## config.mk

```make
export PLATFORM = sky130hd
export DESIGN_NAME = camConfigTop
export DESIGN_NICKNAME = d
export VERILOG_FILES = /design/src/camConfigPkg.sv /design/src/camConfigTop.sv /design/src/cameraConfigRom.sv /design/src/configSequencer.sv /design/src/configStatus.sv /design/src/sccbWriter.sv
export VERILOG_INCLUDE_DIRS = /design/src
export SDC_FILE = /design/constraint.sdc
export NUM_CORES = 1
export LEC_CHECK = 0
export ABC_AREA = 1
export BUFFER_PORTS_ARGS = -buffer_cell sky130_fd_sc_hd__buf_2
export CAP_MARGIN = 20
export CELL_PAD_IN_SITES_DETAIL_PLACEMENT = 1
export CELL_PAD_IN_SITES_GLOBAL_PLACEMENT = 1
export CORE_MARGIN = 2
export CORE_UTILIZATION = 25
export CTS_BUF_LIST = sky130_fd_sc_hd__clkbuf_4 sky130_fd_sc_hd__clkbuf_8 sky130_fd_sc_hd__clkbuf_16
export DETAILED_ROUTE_END_ITERATION = 10
export HOLD_SLACK_MARGIN = 0.05
export PLACE_DENSITY = 0.51
export SLEW_MARGIN = 20
export SYNTH_ARGS = -nofsm -noshare
export SYNTH_HDL_FRONTEND = slang
export SYNTH_HIERARCHICAL = 1
export SYNTH_SLANG_ARGS = --single-unit
```

## constraint.sdc

```tcl
create_clock -name clk -period 2.2 [get_ports clk]
set_clock_uncertainty 0.1 [all_clocks]
set_input_delay 0.44 -clock clk [delete_from_list [all_inputs] [get_ports clk]]
set_output_delay 0.44 -clock clk [all_outputs]
set_load 0.05 [all_outputs]
```

## src/camConfig_config.svh

```systemverilog
// Timing values suit simulation only; scale CAM_SCCB_QUARTER and CAM_RESET_WAIT (>= 2) to clk
`ifndef CAM_CONFIG_SVH
`define CAM_CONFIG_SVH

// SCCB write address of the OV7670 (7-bit ID 0x21 plus write bit)
`define CAM_SCCB_ID 8'h42

// clk cycles per quarter of one SCCB bit period
// Four quarters make one bit, so SIOC runs at clk / (4 * quarter)
`define CAM_SCCB_QUARTER 4

// Idle cycles after the COM7 soft reset before the next register write
`define CAM_RESET_WAIT 64

// Width of the register table index
// 57 entries plus the end marker fit in 64 slots
`define CAM_ROM_AW 6

`endif

```

## src/camConfigPkg.sv

```systemverilog
// Types only; writeCount shares the ROM index width, so tables longer than 63 writes wrap it
`default_nettype none

`include "camConfig_config.svh"

package camConfigPkg;

  // Classification of one table entry
  typedef enum logic [1:0]
  {
    cmdWrite     = 2'd0,
    cmdWriteWait = 2'd1,
    cmdFinish    = 2'd2
  } cmdKind;

  // Sequencer states
  typedef enum logic [2:0]
  {
    seqIdle,
    seqFetch,
    seqDecode,
    seqIssue,
    seqWait,
    seqDone
  } seqState;

  // SCCB writer phases
  typedef enum logic [2:0]
  {
    phIdle,
    phStart,
    phShift,
    phStop,
    phGap
  } sccbPhase;

  // One register write as handed to the bus writer
  typedef struct packed
  {
    logic [7:0] addr;
    logic [7:0] value;
    logic       waitAfter;
  } sccbCmd;

  // Progress report
  typedef struct packed
  {
    logic                   busy;
    logic                   done;
    logic [`CAM_ROM_AW-1:0] writeCount;
  } cfgStatus;

endpackage

`default_nettype wire

```

## src/camConfigTop.sv

```systemverilog
// SIOD is split into level and enable; the open-drain pad lives in the board wrapper
`timescale 1ns/1ps
`default_nettype none

`include "camConfig_config.svh"

module camConfigTop
  (
    input  wire logic              clk,
    input  wire logic              rst,
    input  wire logic              start,
    output logic                   startReady,
    output logic                   sioc,
    output logic                   siodOut,
    output logic                   siodOe,
    output camConfigPkg::cfgStatus status
  );

  import camConfigPkg::*;

  logic [`CAM_ROM_AW-1:0] romIndex;
  logic [15:0]            romWord;
  sccbCmd                 cmd;
  logic                   cmdValid;
  logic                   cmdReady;
  logic                   writeDone;
  logic                   runStart;
  logic                   finished;

  // Register table
  cameraConfigRom romInst
    (
      .clk      (clk),
      .romIndex (romIndex),
      .romWord  (romWord)
    );

  // Decode stage
  configSequencer seqInst
    (
      .clk        (clk),
      .rst        (rst),
      .start      (start),
      .startReady (startReady),
      .romIndex   (romIndex),
      .romWord    (romWord),
      .cmd        (cmd),
      .cmdValid   (cmdValid),
      .cmdReady   (cmdReady),
      .writeDone  (writeDone),
      .runStart   (runStart),
      .finished   (finished)
    );

  // Bus stage
  sccbWriter writerInst
    (
      .clk       (clk),
      .rst       (rst),
      .cmd       (cmd),
      .cmdValid  (cmdValid),
      .cmdReady  (cmdReady),
      .writeDone (writeDone),
      .sioc      (sioc),
      .siodOut   (siodOut),
      .siodOe    (siodOe)
    );

  // Progress report
  configStatus statusInst
    (
      .clk       (clk),
      .rst       (rst),
      .runStart  (runStart),
      .finished  (finished),
      .writeDone (writeDone),
      .status    (status)
    );

endmodule

`default_nettype wire

```

## src/cameraConfigRom.sv

```systemverilog
// Case items assume a 6-bit index; every slot from 0x39 upward reads as the 0xFFFF end marker
`timescale 1ns/1ps
`default_nettype none

`include "camConfig_config.svh"

module cameraConfigRom
  (
    input  wire logic                   clk,
    input  wire logic [`CAM_ROM_AW-1:0] romIndex,
    output logic      [15:0]            romWord
  );

  // High byte is the register address, low byte the value
  // Data appears one clk after the index
  always_ff @(posedge clk)
  begin
    case (romIndex)
      // COM7 soft reset, then RGB output select
      6'h00: romWord <= 16'h1280;
      6'h01: romWord <= 16'h1204;
      // Output drive, full range RGB444
      6'h02: romWord <= 16'h0901;
      6'h03: romWord <= 16'h40F0;
      6'h04: romWord <= 16'h8C02;
      // Clock prescaler off, COM6, mirror and flip
      6'h05: romWord <= 16'h1180;
      6'h06: romWord <= 16'h0F4B;
      6'h07: romWord <= 16'h1E37;
      // Gain ceiling
      6'h08: romWord <= 16'h1438;
      // Colour matrix coefficients and sign
      6'h09: romWord <= 16'h4FB3;
      6'h0A: romWord <= 16'h50B3;
      6'h0B: romWord <= 16'h5100;
      6'h0C: romWord <= 16'h523D;
      6'h0D: romWord <= 16'h53A7;
      6'h0E: romWord <= 16'h54E4;
      6'h0F: romWord <= 16'h589E;
      // Gamma and UV auto adjust
      6'h10: romWord <= 16'h3DC0;
      // Reserved analog and ADC tuning
      6'h11: romWord <= 16'hB084;
      6'h12: romWord <= 16'h0E61;
      6'h13: romWord <= 16'h1602;
      6'h14: romWord <= 16'h2102;
      6'h15: romWord <= 16'h2291;
      6'h16: romWord <= 16'h2907;
      // CHLF is written twice on purpose
      6'h17: romWord <= 16'h330B;
      6'h18: romWord <= 16'h330B;
      6'h19: romWord <= 16'h350B;
      6'h1A: romWord <= 16'h371D;
      6'h1B: romWord <= 16'h3871;
      6'h1C: romWord <= 16'h392A;
      // COM12, HREF gated by VSYNC
      6'h1D: romWord <= 16'h3C78;
      6'h1E: romWord <= 16'h4D40;
      6'h1F: romWord <= 16'h4E20;
      // Digital gain bypass
      6'h20: romWord <= 16'h7410;
      6'h21: romWord <= 16'h8D4F;
      6'h22: romWord <= 16'h8E00;
      6'h23: romWord <= 16'h8F00;
      6'h24: romWord <= 16'h9000;
      6'h25: romWord <= 16'h9100;
      6'h26: romWord <= 16'h9600;
      6'h27: romWord <= 16'h9A00;
      // ABLC enable and black level target
      6'h28: romWord <= 16'hB10C;
      6'h29: romWord <= 16'hB20E;
      6'h2A: romWord <= 16'hB382;
      6'h2B: romWord <= 16'hB80A;
      // HREF instead of HSYNC, PCLK quiet in blanking
      6'h2C: romWord <= 16'h1520;
      // Window start and stop
      6'h2D: romWord <= 16'h1711;
      6'h2E: romWord <= 16'h1800;
      6'h2F: romWord <= 16'h1900;
      6'h30: romWord <= 16'h1A00;
      6'h31: romWord <= 16'h3200;
      // QVGA scaling and PCLK divider
      6'h32: romWord <= 16'h0C04;
      6'h33: romWord <= 16'h3E19;
      6'h34: romWord <= 16'h703A;
      6'h35: romWord <= 16'h7135;
      6'h36: romWord <= 16'h7211;
      6'h37: romWord <= 16'h73F1;
      6'h38: romWord <= 16'hA202;
      // End of table
      default: romWord <= 16'hFFFF;
    endcase
  end

endmodule

`default_nettype wire

```

## src/configSequencer.sv

```systemverilog
// Start is honoured only in idle or done; the finish entry waits for the writer to go idle first
`timescale 1ns/1ps
`default_nettype none

`include "camConfig_config.svh"

module configSequencer
  (
    input  wire logic                   clk,
    input  wire logic                   rst,
    input  wire logic                   start,
    output logic                        startReady,
    output logic      [`CAM_ROM_AW-1:0] romIndex,
    input  wire logic [15:0]            romWord,
    output camConfigPkg::sccbCmd        cmd,
    output logic                        cmdValid,
    input  wire logic                   cmdReady,
    input  wire logic                   writeDone,
    output logic                        runStart,
    output logic                        finished
  );

  import camConfigPkg::*;

  localparam int WaitW = $clog2(`CAM_RESET_WAIT);

  seqState          state;
  cmdKind           entryKind;
  logic             waitArmed;
  logic [WaitW-1:0] waitCnt;

  assign startReady = (state == seqIdle) || (state == seqDone);

  // Entry classification from the ROM word
  always_comb
  begin
    if (romWord == 16'hFFFF)
      entryKind = cmdFinish;
    else if ((romWord[15:8] == 8'h12) && romWord[7])
      entryKind = cmdWriteWait;
    else
      entryKind = cmdWrite;
  end

  always_ff @(posedge clk)
  begin
    if (rst)
    begin
      state     <= seqIdle;
      romIndex  <= '0;
      cmdValid  <= 1'b0;
      runStart  <= 1'b0;
      finished  <= 1'b0;
      waitArmed <= 1'b0;
      waitCnt   <= '0;
    end
    else
    begin
      runStart <= 1'b0;
      finished <= 1'b0;
      case (state)
        seqIdle, seqDone:
          if (start)
          begin
            romIndex <= '0;
            runStart <= 1'b1;
            state    <= seqFetch;
          end
        // Index is stable here, ROM word lands at the end of this cycle
        seqFetch:
          state <= seqDecode;
        seqDecode:
          if (entryKind == cmdFinish)
          begin
            // Writer idle means the last stop and gap are over
            if (cmdReady)
            begin
              finished <= 1'b1;
              state    <= seqDone;
            end
          end
          else
          begin
            cmdValid <= 1'b1;
            state    <= seqIssue;
          end
        // Command and index held until the writer takes it
        seqIssue:
          if (cmdReady)
          begin
            cmdValid <= 1'b0;
            romIndex <= romIndex + 1'b1;
            state    <= cmd.waitAfter ? seqWait : seqFetch;
          end
        seqWait:
          if (!waitArmed)
          begin
            // Count starts at the end of the soft-reset write
            if (writeDone)
            begin
              waitArmed <= 1'b1;
              waitCnt   <= WaitW'(`CAM_RESET_WAIT - 1);
            end
          end
          else if (waitCnt == WaitW'(1))
          begin
            waitArmed <= 1'b0;
            state     <= seqFetch;
          end
          else
            waitCnt <= waitCnt - 1'b1;
        default:
          state <= seqIdle;
      endcase
    end
  end

  // Payload captured once per entry
  always_ff @(posedge clk)
  begin
    if (state == seqDecode)
    begin
      cmd.addr      <= romWord[15:8];
      cmd.value     <= romWord[7:0];
      cmd.waitAfter <= (entryKind == cmdWriteWait);
    end
  end

endmodule

`default_nettype wire

```

## src/configStatus.sv

```systemverilog
// writeCount is cleared only by a new run and wraps past 63 writes
`timescale 1ns/1ps
`default_nettype none

module configStatus
  (
    input  wire logic              clk,
    input  wire logic              rst,
    input  wire logic              runStart,
    input  wire logic              finished,
    input  wire logic              writeDone,
    output camConfigPkg::cfgStatus status
  );

  always_ff @(posedge clk)
  begin
    if (rst)
    begin
      status.busy       <= 1'b0;
      status.done       <= 1'b0;
      status.writeCount <= '0;
    end
    else if (runStart)
    begin
      // New run drops the previous result
      status.busy       <= 1'b1;
      status.done       <= 1'b0;
      status.writeCount <= '0;
    end
    else
    begin
      if (writeDone)
        status.writeCount <= status.writeCount + 1'b1;
      // Done holds until the next start
      if (finished)
      begin
        status.busy <= 1'b0;
        status.done <= 1'b1;
      end
    end
  end

endmodule

`default_nettype wire

```

## src/sccbWriter.sv

```systemverilog
// Write cycles only; the ninth bit of each frame is released and never checked for an acknowledge
`timescale 1ns/1ps
`default_nettype none

`include "camConfig_config.svh"

module sccbWriter
  (
    input  wire logic                 clk,
    input  wire logic                 rst,
    input  wire camConfigPkg::sccbCmd cmd,
    input  wire logic                 cmdValid,
    output logic                      cmdReady,
    output logic                      writeDone,
    output logic                      sioc,
    output logic                      siodOut,
    output logic                      siodOe
  );

  import camConfigPkg::*;

  localparam int Quarter = `CAM_SCCB_QUARTER;
  localparam int TickW   = (Quarter > 1) ? $clog2(Quarter) : 1;
  // Zero marks the released ninth bit of each 9-bit frame
  localparam logic [26:0] DriveMask = 27'b111111110_111111110_111111110;

  sccbPhase         phase;
  logic [TickW-1:0] tickCnt;
  logic [1:0]       quarter;
  logic [4:0]       bitCnt;
  logic [26:0]      shiftData;
  logic             quarterEnd;
  logic             bitEnd;
  logic             accept;

  assign cmdReady   = (phase == phIdle);
  assign accept     = cmdReady && cmdValid;
  assign quarterEnd = (tickCnt == TickW'(Quarter - 1));
  assign bitEnd     = quarterEnd && (quarter == 2'd3);
  // Last cycle of the stop condition
  assign writeDone  = (phase == phStop) && bitEnd;

  always_ff @(posedge clk)
  begin
    if (rst)
    begin
      phase   <= phIdle;
      tickCnt <= '0;
      quarter <= 2'd0;
      bitCnt  <= 5'd0;
    end
    else if (phase == phIdle)
    begin
      tickCnt <= '0;
      quarter <= 2'd0;
      if (accept)
        phase <= phStart;
    end
    else
    begin
      // Every active phase lasts a whole number of bit periods
      if (quarterEnd)
      begin
        tickCnt <= '0;
        quarter <= quarter + 1'b1;
      end
      else
        tickCnt <= tickCnt + 1'b1;
      if (bitEnd)
      begin
        case (phase)
          phStart:
          begin
            bitCnt <= 5'd0;
            phase  <= phShift;
          end
          phShift:
            if (bitCnt == 5'd26)
              phase <= phStop;
            else
              bitCnt <= bitCnt + 1'b1;
          phStop:
            phase <= phGap;
          default:
            phase <= phIdle;
        endcase
      end
    end
  end

  // Device ID, register address and value frames each end in a released ninth bit
  always_ff @(posedge clk)
  begin
    if (accept)
      shiftData <= {`CAM_SCCB_ID, 1'b1, cmd.addr, 1'b1, cmd.value, 1'b1};
    else if ((phase == phShift) && bitEnd)
      shiftData <= {shiftData[25:0], 1'b1};
  end

  // Pin levels decoded from flops
  // Data moves in quarter 0 while SIOC is low
  always_comb
  begin
    sioc    = 1'b1;
    siodOut = 1'b1;
    siodOe  = 1'b1;
    case (phase)
      // SIOD falls with SIOC high, then SIOC drops
      phStart:
      begin
        siodOut = (quarter == 2'd0);
        sioc    = (quarter != 2'd3);
      end
      phShift:
      begin
        sioc    = (quarter == 2'd1) || (quarter == 2'd2);
        siodOut = shiftData[26];
        siodOe  = DriveMask[5'd26 - bitCnt];
      end
      // SIOC rises first, SIOD follows while SIOC is high
      phStop:
      begin
        sioc    = (quarter != 2'd0);
        siodOut = (quarter >= 2'd2);
      end
      default:
      begin
        sioc    = 1'b1;
        siodOut = 1'b1;
      end
    endcase
  end

endmodule

`default_nettype wire
```

==> results.md, run 1 <==
* Maxcap violations at 0
* Power per Cell Area at roughly 860 mW/mm2
* Final worst path period share at 0.974
* CP Buf/Inv Count at 1
* Power share of the clock group at 0.282
* WP data arrival at between 1.5 and 2 ns
* Core Area at about 0.022 mm2
* Number of synthesized flops with an enable pin at 33
* Die area at ~0.024 mm2
* TritonCTS Sinks at ~100
* Cells along the critical path: ha_4 > o21ai_4 > xor2_2 > o21bai_1 > nand2_1 > buf_6
* Hold slack at 0.320 ns
* Synthesized cell area at between 0.005 and 0.006 mm2
* Min Tclk post-route at approximately 2.1 ns
* Die span in x at between 150 and 200 um
* Required time worst endpoint at approximately 1.7 ns
* Num ports at 15
* Sw power at about 2000 uW
* Avg WL per Cell at between 10 and 15 um
* Final slew viol count at 0
* CTS Buf Count at 9
* Worst-Margin Slew at a little over 0.5 ns
* GRT Util Overall at 0.140
* Final hold viol count at 0
* Sequential Power Share at 0.422
* Crit-path max cell delay at between 0.3 and 0.4 ns
* Synthesized Nets at 804
* Syn Area/Cell at just over 7 um2
* VDD IR max at roughly 0.37 mV
* CP top delay family: flip-flops
* Setup CP Type: flip-flop to output pin
* First-pass GRT wire length at ~27,000 um
* Vias per cell at roughly 4.7
* Grt ovf at 0
* Leakage Power at between 0.002 and 0.003 uW
* Number of remaining DRC errors at 0
* Cell variety after synth at between 40 and 50
* Finished Layout Cells at about 1,100
* Clk Latency, worst-skew pair at 0.34 ns
* Initial Util at 0.252
* DP Cell Count at roughly 1,100
* Number of H-tree levels at 3
* IO Port Bufs at 14
* #FFs+latches synth at 98
* Clk slew on worst S/H paths at around 0.070 ns
* Detailed-placement wirelength estimate at approximately 12,000 um
* Post-synth ARST share at 0
* Sw Share at 0.362
* Slowest cell on crit path: dfxtp_4
* Setup-failing EPs final at 0
* Share of cells above drive strength 1 at 0.163
* Vias post-DR at 5,120
* DRT Pass-1 Iters at 4
* Synth Warn # at 6
* Ant. Diodes at 0
* Int Pwr at 3580 uW
* Layout Nets at about 830
* Vias in the first global route at approximately 5,300
* Largest net degree at the start of global routing at 25
* CP Capture Type: output pin
* GP Congestion at about 0.89
* Post-synth top flop: dfxtp_1
* Comb power frac at 0.296
* Initial antenna violation count at 0
* RSZ-0062 raised after global routing: true
* Worst relative slew slack at 0.656
* Fmax at approximately 470 MHz
* Final wirelength at between 15,000 and 20,000 um
* Routed Antenna Nets at 0
* Critical path peak fanout at 5
* CTS tree: done
* Max clock buf depth at 2
* Startpoint Class: flip-flop
* Iter 0 DRT Violations at 191
* Layout area overhead at 15.4%
* Sequential area share after synthesis at 0.405
* Status: finished, final reports clean
* Cells after Synth at between 700 and 800
* DIE HEIGHT at roughly 150 um
* Worst hold path class: input port to flip-flop
* FP Rows at 55
* Util after Layout at 0.291
* Root Buffer: clkbuf_16
-- what timing repair did --
item / in CTS / in global routing
endpoints found under the setup margin: 3 / 3
setup buffers: 1 / 2
pin swaps: 1 / 10
gates resized for setup: 11 / 26
hold buffers: 0 / 0
-- final timing paths --
path | from | to | slack (ns) | cells past startpoint
worst max-delay path | writerInst/bitCnt[1]$_SDFFE_PP0P_ | siodOe | 0.06 | 6
worst min-delay path | start | seqInst/runStart$_SDFF_PP0_ | 0.32 | 3
worst max register to register | writerInst/tickCnt[0]$_SDFF_PP0_ | seqInst/waitCnt[3]$_SDFFE_PP0P_ | 0.21 | 10
worst min register to register | writerInst/tickCnt[0]$_SDFF_PP0_ | writerInst/tickCnt[0]$_SDFF_PP0_ | 0.33 | 1
-- layout make-up --
| type | instances | area, um2 |
|---|---|---|
| clock inverters | 6 | 63.8 |
| inverters | 78 | 308 |
| repair buffers | 37 | 254 |
| well taps | 285 | 357 |
| fillers | 2776 | 15900 |
| flip-flops and latches | 98 | 2310 |
| clock buffers | 10 | 233 |
| multi-input cells | 579 | 3000 |
-- power by group through the flow --
stage               logic (uW)  clock network [uW]  registers [uW]
finish                    1660                1580            2370
global placement          1620                   0            2400
global route              1870                1720            2400
floorplan                 1190                   0            2380
detailed placement        1640                   0            2410
CTS                       1660                1660            2370
-- registers in the layout, summed over array words and instances, names as in the netlist --
register	cells
seqInst/waitArmed	1
seqInst/finished	1
writerInst/shiftData	26
seqInst/state	3
seqInst/waitCnt	6
writerInst/quarter	2
writerInst/phase	3
statusInst/status	8
romInst/romWord	16
writerInst/bitCnt	5
writerInst/tickCnt	2
seqInst/cmdValid	1
seqInst/cmd	17
seqInst/romIndex	6
seqInst/runStart	1
-- per-layer routing --
layer	wire length, um	up-vias	track usage
li1	-	2555	-
met1	7540	2476	0.173
met2	7840	62	0.244
met3	312	27	0.0230
met4	410	0	0.0534
met5	0	-	0
-- cell usage in the layout, fill, tap and decap left out, types with 4 or more instances in the layout --
cell type and n:
buf_2 11, nand3_2 7, a22o_1 5, buf_4 25
inv_2 15, inv_1 58, nand3_1 58, nor2_4 7
o211ai_1 4, nor2_1 98, o21ai_1 9, nor2_2 6
dfxtp_1 59, a21oi_2 4, nand2_2 11, ha_1 21
nand2_4 5, nand4_1 10, edfxtp_1 33, o21ai_0 21
nand2_1 237, nor3_1 4, a21oi_1 44, inv_4 4
clkbuf_16 9
-- worst reg2reg max path, stage by stage (launching register included) --
cell and delay [ns]:
dfxtp_1 0.32, ha_1 0.25, nand2_1 0.16, inv_1 0.13
nand2_1 0.11, inv_1 0.12, or2_2 0.32, nand2_4 0.13
inv_2 0.07, o21ai_1 0.09, a21oi_1 0.08
-- through the flow --
step	cell area [um2]	setup WS, ns	TNS [ns]	power (uW)
6_report	6530	0.0563	0	5610
4_1_cts	6410	-0.0178	-0.0178	5690
3_3_place_gp	6080	0.260	0	4020
2_1_floorplan	5660	0.200	0	3580
3_5_place_dp	6080	0.176	0	4050
5_1_grt	6530	-0.0377	-0.0431	5980
-- cell families after synthesis --
kind of cell / after synthesis / synth area share
and+or+nand+nor: 453 / 0.355
buffers and inverters: 101 / 0.0805
DFF: 98 / 0.405
AOI/OAI and AO/OA: 97 / 0.0993
adders and majority gates: 23 / 0.0509
xor gates and xnor gates: 6 / 0.00929
-- cell usage after synthesis, types with 9 or more instances --
cell type | number | area, um2
a21oi_1 | 45 | 225
dfxtp_1 | 65 | 1300
edfxtp_1 | 33 | 991
ha_1 | 23 | 288
inv_1 | 63 | 236
inv_2 | 12 | 45.0
nand2_1 | 238 | 893
nand2_2 | 10 | 62.6
nand3_1 | 60 | 300
nand4_1 | 10 | 62.6
nor2_1 | 100 | 375
o21ai_0 | 22 | 110
o21ai_1 | 9 | 45.0
No activity file was read; power rests on OpenSTA's default activity.
==> run 2: changes to the inputs <==
--- a/config.mk
+++ b/config.mk
@@ -9,14 +9,12 @@
 export ABC_AREA = 1
 export BUFFER_PORTS_ARGS = -buffer_cell sky130_fd_sc_hd__buf_2
 export CAP_MARGIN = 20
-export CELL_PAD_IN_SITES_DETAIL_PLACEMENT = 1
-export CELL_PAD_IN_SITES_GLOBAL_PLACEMENT = 1
 export CORE_MARGIN = 2
 export CORE_UTILIZATION = 25
 export CTS_BUF_LIST = sky130_fd_sc_hd__clkbuf_4 sky130_fd_sc_hd__clkbuf_8 sky130_fd_sc_hd__clkbuf_16
 export DETAILED_ROUTE_END_ITERATION = 10
 export HOLD_SLACK_MARGIN = 0.05
-export PLACE_DENSITY = 0.51
+export PLACE_DENSITY = 0.42
 export SLEW_MARGIN = 20
 export SYNTH_ARGS = -nofsm -noshare
 export SYNTH_HDL_FRONTEND = slang
==> run 2 against run 1 <==
  * Power shrank 0.80%
  * Setup slack better by 0.0089 ns
  * Sequential power is essentially flat
  * Worst hold slack got worse by 0.0086 ns
  * Clock power about the same
  * Fmax grew 0.42%
  * Die area unchanged
  * Sequential share of layout area grew 0.072 points
  * Via count shrank 3.8%
  * Largest power group unchanged
  * Highest routed layer unchanged
==> results.md, run 2 (synthesis gave the netlist of run 1 again) <==
* Status: finished, final reports clean
* Critical Path Start: writerInst/bitCnt[0]$_SDFFE_PP0P_
* Largest Register: writerInst/shiftData
* Power per Cell Area at 856 mW/mm2 (-0.43%)
* RSZ-0062 raised after global routing: true
* Maxcap violations at 0 (unchanged)
* Clk slew on worst S/H paths at 0.07 ns (about the same)
* Worst hold path class: input port to flip-flop
* Die area at 0.0238 mm2 (unchanged)
* Iter 0 DRT Violations at 298 (+56%)
* Final slew viol count at 0 (unchanged)
* Share of cells above drive strength 1 at 0.155 (-0.00885)
* First-pass GRT wire length at 23,300 um (-14%)
* Sw Share at 0.351 (-0.0117)
* Number of H-tree levels at 3 (unchanged)
* Ant. Diodes at 0 (unchanged)
* Die span in x at 154 um (unchanged)
* WP data arrival at 1.59 ns (about the same)
* Startpoint Class: flip-flop
* Max reg flops at 26 (unchanged)
* Worst relative slew slack at 0.640 (-0.0158)
* IO Port Bufs at 14 (unchanged)
* Worst hold path endpoint: seqInst/runStart$_SDFF_PP0_
* Sw power at 1950 uW (-4.0%)
* Number of remaining DRC errors at 0 (unchanged)
* Hold slack at 0.312 ns (-0.00855 ns)
* Avg WL per Cell at 12.8 um (-13%)
* Max clock buf depth at 2 (unchanged)
* Vias per cell at 4.50 (-3.9%)
* Clk Latency, worst-skew pair at 0.34 ns (about the same)
* Int Pwr at 3610 uW (+1.0%)
* CTS Buf Count at 9 (unchanged)
* Vias post-DR at 4,925 (-3.8%)
* Initial Util at 0.252 (unchanged)
* Final hold viol count at 0 (unchanged)
* Most frequent cells in the layout: nand2_1, nor2_1, inv_1, nand3_1, dfxtp_1
* Routed Antenna Nets at 0 (unchanged)
* Leakage Power at 0.00281 uW (-0.24%)
* Setup-failing EPs final at 0 (unchanged)
* Power share of the clock group at 0.280 (-0.002)
* Fmax at 468 MHz (+0.42%)
* Top flop regs: writerInst/shiftData (26), seqInst/cmd (17), romInst/romWord (16)
* Grt ovf at 0 (unchanged)
* CTS tree: done
* Critical path peak fanout at 5 (unchanged)
* TritonCTS Sinks at 98 (unchanged)
* Min Tclk post-route at 2.13 ns (-0.00886 ns)
* Root Buffer: clkbuf_16
* Setup CP Type: flip-flop to output pin
* CP Capture Type: output pin
* Worst R2R Start: writerInst/tickCnt[0]$_SDFF_PP0_
* Leading cell type in the layout, fill and taps excluded: nand2_1
* Hold path depth at 3 (unchanged)
* Post-layout instance area at 0.00650 mm2 (-0.36%)
* GRT Util Overall at 0.120 (-0.0202)
* DRT Pass-1 Iters at 5 (+1)
* Layout Nets at 830 (+0.12%)
* Final worst path period share at 0.970 (-0.00403)
* Min-delay src: start
* Comb power frac at 0.295 (about the same)
* Largest net degree at the start of global routing at 23 (-8.0%)
* Worst-Margin Slew at 0.540 ns (+0.0235 ns)
* Fillers at 2,485 (-10%)
* FP Rows at 55 (unchanged)
* Reg-to-reg endpoint: seqInst/waitCnt[3]$_SDFFE_PP0P_
* DIE HEIGHT at 154 um (unchanged)
* Vias in the first global route at 4,691 (-11%)
* VDD IR max at 0.365 mV (-2.4%)
* R2R depth at 10 (unchanged)
* Required time worst endpoint at 1.66 ns (about the same)
* GP Congestion at 0.861 (-3.3%)
* Core Area at 0.0224 mm2 (unchanged)
* FF-to-FF setup slack at 0.32 ns (+0.11 ns)
* Layout area overhead at 15.0%
* Final wirelength at 14,000 um (-13%)
* Num ports at 15 (unchanged)
* Initial antenna violation count at 0 (unchanged)
* Cell Area, Placed at 0.00611 mm2 (+0.45%)
* Sequential Power Share at 0.424 (+0.002)
* Detailed-placement wirelength estimate at 10,300 um (-15%)
run 2: cell count changes in the layout (fill, tap and decap cells not counted), sizes merged:
cell,change
clkbuf,+2
clkinvlp,+2
inv,-2
clkinv,-1
run 2: cell type report:
type,instances,area [um2],share of cell area
Sequential cell,98,2300,0.354
Inverter,78,305,0.0470
Multi-Input combinational cell,579,2970,0.456
Tap cell,285,357,0.0548
Timing Repair Buffer,38,274,0.0421
Clock buffer,11,240,0.0369
Clock inverter,5,55.1,0.00847
run 2: critical path, cell delays in order, from the launching register on:
cell      delay, ns
dfxtp_4        0.37
ha_4           0.18
o21ai_2        0.16
xor2_2         0.18
o21bai_1       0.13
nand2_1        0.07
buf_6          0.15
run 2: routing by layer:
| layer | up-vias | track usage | part of all wire | routed length (um) |
|---|---|---|---|---|
| li1 | 2556 | - | - | - |
| met1 | 2237 | 0.159 | 0.48 | 6750 |
| met2 | 107 | 0.194 | 0.46 | 6440 |
| met3 | 25 | 0.0207 | 0.035 | 485 |
| met4 | 0 | 0.0472 | 0.022 | 301 |
| met5 | - | 0 | 0 | 0 |
run 2: worst max-delay path by stage:
stage	end	cells past startpoint
global route	siodOe	7
global placement	siodOe	6
finish	siodOe	6
detailed placement	siodOut	5
floorplan	seqInst/state[0]$_SDFFE_PP0P_	7
CTS	siodOe	8
run 2: metrics by stage:
| step | worst slack, ns | cells | setup TNS (ns) | util | power, uW |
|---|---|---|---|---|---|
| after floorplan | 0.200 | 778 | 0 | - | 3580 |
| after global placement | 0.299 | 1076 | 0 | 0.272 | 4050 |
| after detailed placement | 0.213 | 1076 | 0 | 0.272 | 4020 |
| after CTS | 0.00523 | 1092 | 0 | 0.286 | 5640 |
| after global routing | -0.0220 | 1094 | -0.0220 | 0.290 | 5930 |
| final | 0.0652 | 1094 | 0 | 0.290 | 5560 |
run 2: timing repair:
action                     4_1_cts  5_1_grt
setup buffers                    0        2
setup endpoints to repair        3        3
pin swaps                        0        1
gates resized for setup          9       15
hold buffers                     0        0
run 2: power by group through the flow:
stage | registers, uW | clock network (uW) | logic [uW]
after floorplan | 2380 | 0 | 1190
after global placement | 2400 | 0 | 1640
after detailed placement | 2400 | 0 | 1620
after CTS | 2370 | 1630 | 1640
after global routing | 2390 | 1690 | 1840
final | 2360 | 1560 | 1640
==> run 3: changes to the inputs <==
--- a/config.mk
+++ b/config.mk
@@ -6,13 +6,13 @@
 export SDC_FILE = /design/constraint.sdc
 export NUM_CORES = 1
 export LEC_CHECK = 0
-export ABC_AREA = 1
 export BUFFER_PORTS_ARGS = -buffer_cell sky130_fd_sc_hd__buf_2
 export CAP_MARGIN = 20
 export CORE_MARGIN = 2
 export CORE_UTILIZATION = 25
 export CTS_BUF_LIST = sky130_fd_sc_hd__clkbuf_4 sky130_fd_sc_hd__clkbuf_8 sky130_fd_sc_hd__clkbuf_16
 export DETAILED_ROUTE_END_ITERATION = 10
+export GPL_ROUTABILITY_DRIVEN = 0
 export HOLD_SLACK_MARGIN = 0.05
 export PLACE_DENSITY = 0.42
 export SLEW_MARGIN = 20
==> run 3 against run 2 <==
  * The run now ends with negative setup slack left
  * Critical path type unchanged
  * Highest routed layer unchanged
  * Final area shrank 2.6%
  * Die area shrank 2.3%
  * Non-clock buffer count grew 9
==> results.md, run 3 <==
* R2R depth at 6 (-4)
* Min Tclk post-route at 2.23 ns (+0.0919 ns)
* Final wirelength at 13,300 um (-4.6%)
* Sw Share at 0.291 (-0.0598)
* Power share of the clock group at 0.329 (+0.049)
* Grt ovf at 0 (unchanged)
* Vias in the first global route at 4,359 (-7.1%)
* Post-synth ARST share at 0 (unchanged)
* Worst-Margin Slew at 0.547 ns (+0.00729 ns)
* DIE HEIGHT at 153 um (-1.1%)
* Top post-synthesis cells by count: dfxtp_1, nand2_1, nor2_1
* Die span in x at 153 um (-1.1%)
* Cell variety after synth at 87 (+98%)
* Root Buffer: clkbuf_16
* Final hold viol count at 0 (unchanged)
* Ant. Diodes at 0 (unchanged)
* Power per Cell Area at 745 mW/mm2 (-13%)
* CTS Buf Count at 9 (unchanged)
* Largest net degree at the start of global routing at 53 (+130%)
* Status: finished, violations left
* Critical path peak fanout at 5 (unchanged)
* Num ports at 15 (unchanged)
* Vias per cell at 4.97 (+10%)
* Leakage Power at 0.00223 uW (-21%)
* GRT Util Overall at 0.118 (-0.00207)
* Syn Area/Cell at 9.27 um2 (+27%)
* Fillers at 2,302 (-7.4%)
* Pre-CTS setup slack at -0.00308 ns (-0.216 ns)
* Setup crit end: siodOe
* Synthesized Nets at 622 (-23%)
* Tot Pwr at 4710 uW (-15%)
* Top-count cell post-synth: dfxtp_1
* Detailed-placement wirelength estimate at 9240 um (-10%)
* Number of synthesized flops with an enable pin at 33 (unchanged)
* TritonCTS Sinks at 98 (unchanged)
* First-pass GRT wire length at 22,700 um (-2.7%)
* Top flop regs: writerInst/shiftData (26), seqInst/cmd (17), romInst/romWord (16)
* Final slew viol count at 0 (unchanged)
* Most frequent cells in the layout: dfxtp_1, nand2_1, nor2_1, a21oi_1, edfxtp_1
* Maxcap violations at 0 (unchanged)
* Layout area overhead at 14.6%
* Setup-failing EPs final at 1 (+1)
* Initial Util at 0.254 (+0.00176)
* Share of cells above drive strength 1 at 0.170 (+0.0160)
* Worst hold path class: flip-flop to flip-flop
* Largest Register: writerInst/shiftData
* Reg-to-reg endpoint: romInst/romWord[12]$_DFF_P_
* Final worst path period share at 1.01 (+0.0418)
* Die area at 0.0233 mm2 (-2.3%)
* WP data arrival at 1.69 ns (+0.10 ns)
* CP Capture Type: output pin
* Startpoint Class: flip-flop
* Core Area at 0.0218 mm2 (-3.0%)
* Setup CP Type: flip-flop to output pin
* DRT Pass-1 Iters at 4 (-1)
* Synthesized cell area at 0.00552 mm2 (-2.3%)
* Sequential Power Share at 0.476 (+0.052)
* Max clock buf depth at 2 (unchanged)
* Clk Latency, worst-skew pair at 0.34 ns (about the same)
* Initial antenna violation count at 0 (unchanged)
* Post-synth top area share at 0.236 (+0.00552)
* Avg WL per Cell at 15.0 um (+17%)
* Fmax at 449 MHz (-4.1%)
* Clk slew on worst S/H paths at 0.07 ns (about the same)
* Worst R2R Start: seqInst/romIndex[1]$_SDFFE_PP0P_
* Cells after Synth at 596 (-23%)
* Number of remaining DRC errors at 0 (unchanged)
* Worst relative slew slack at 0.635 (-0.00477)
* VDD IR max at 0.319 mV (-13%)
* Area leader, netlist: dfxtp_1
* Critical Path Start: writerInst/bitCnt[1]$_SDFFE_PP0P_
* Vias post-DR at 4,423 (-10%)
* Routed Antenna Nets at 0 (unchanged)
* Comb power frac at 0.195 (-0.100)
* Worst setup margin at -0.0267 ns (-0.0919 ns)
* Violated checks: negative setup slack
* IO Port Bufs at 14 (unchanged)
* Synth area leaders: dfxtp_1, edfxtp_1, ha_1
* Required time worst endpoint at 1.66 ns (about the same)
* Sw power at 1370 uW (-30%)
* Sequential area share after synthesis at 0.415 (+0.00973)
* RSZ-0062 raised after global routing: true
* Max reg flops at 26 (unchanged)
* FF-to-FF setup slack at 0.20 ns (-0.12 ns)
* Number of H-tree levels at 3 (unchanged)
* Iter 0 DRT Violations at 340 (+14%)
* Leading cell type in the layout, fill and taps excluded: dfxtp_1
* #FFs+latches synth at 98 (unchanged)
* Synth Warn # at 6 (unchanged)
* CTS tree: done
* Layout Nets at 631 (-24%)
* FP Rows at 54 (-1.8%)
* Int Pwr at 3340 uW (-7.5%)
* Post-synth top flop: dfxtp_1
* Post-CTS Hold Buffers at 0 (unchanged)
run 3: changes by cell type in the layout (fill, tap and decap cells not counted), sizes merged, moves of 7 or more:
cell and change:
a22o +10, a31oi +7, buf +10, inv -60
mux2i +10, nand2 -200, nand2b +19, nand3 -48
nor2 -61, nor2b +10, nor3 +9, xor2 +10
run 3: worst max-delay path, cell delays in order, from the launching register on:
cell	delay (ns)
dfxtp_4	0.36
buf_6	0.13
inv_4	0.06
ha_4	0.13
nor4b_4	0.17
a22oi_1	0.11
o22a_1	0.23
buf_6	0.15
run 3: cells by family after synthesis:
kind of cell / count (synthesis) / share of synthesized area
DFF: 98 / 0.415
adders and majority gates: 23 / 0.0521
AOI/OAI and AO/OA: 158 / 0.199
muxes: 12 / 0.0229
xor gates and xnor gates: 20 / 0.0351
and+or+nand+nor: 218 / 0.210
buffers and inverters: 67 / 0.0657
run 3: layout make-up:
type / count / area, um2 / area share
multi-input combinational: 431 / 2940 / 0.465
inverter: 18 / 72.6 / 0.0115
timing repair buffer: 47 / 367 / 0.0579
sequential: 98 / 2310 / 0.364
clock inverter: 6 / 57.6 / 0.00909
clock buffer: 10 / 233 / 0.0368
tap: 280 / 350 / 0.0553
run 3: worst min path at each step:
stage,startpoint,endpoint,cells past startpoint
after global routing,writerInst/tickCnt[0]$_SDFF_PP0_,writerInst/tickCnt[0]$_SDFF_PP0_,1
after floorplan,writerInst/tickCnt[0]$_SDFF_PP0_,writerInst/tickCnt[0]$_SDFF_PP0_,1
after global placement,writerInst/tickCnt[0]$_SDFF_PP0_,writerInst/tickCnt[0]$_SDFF_PP0_,1
after CTS,romInst/romWord[4]$_DFF_P_,seqInst/cmd[5]$_DFFE_PP_,0
final,romInst/romWord[4]$_DFF_P_,seqInst/cmd[5]$_DFFE_PP_,0
after detailed placement,romInst/romWord[4]$_DFF_P_,seqInst/cmd[5]$_DFFE_PP_,0
run 3: layer usage:
layer  vias to the layer above  GRT usage  routed length, um
met5                         -          0                  0
met4                         0     0.0401                305
met3                        18     0.0265                446
met2                        78      0.187               6170
met1                      2139      0.157               6410
li1                       2188          -                  -
run 3: per-stage QoR:
| step | setup TNS [ns] | utilization | hold WS, ns | instance area, um2 | std cells |
|---|---|---|---|---|---|
| 4_1_cts | -0.0539 | 0.290 | 0.334 | 6310 | 890 |
| 6_report | -0.0267 | 0.291 | 0.331 | 6330 | 890 |
| 5_1_grt | -0.123 | 0.291 | 0.348 | 6330 | 890 |
| 2_1_floorplan | 0 | - | 0.307 | 5520 | 596 |
| 3_5_place_dp | -0.00308 | 0.272 | 0.319 | 5910 | 872 |
| 3_3_place_gp | 0 | 0.272 | 0.316 | 5910 | 872 |
run 3: power by group through the flow:
stage / registers (uW) / clock network, uW / logic [uW]
3_5_place_dp: 2290 / 0 / 926
3_3_place_gp: 2290 / 0 / 920
2_1_floorplan: 2220 / 0 / 722
6_report: 2250 / 1550 / 918
4_1_cts: 2250 / 1610 / 929
5_1_grt: 2270 / 1690 / 1030
run 3: repair_timing:
item | 4_1_cts | 5_1_grt
hold endpoints to repair | 0 | 0
setup endpoints to repair | 1 | 4
setup buffers | 2 | 0
pin swaps | 6 | 2
gates resized for setup | 25 | 11
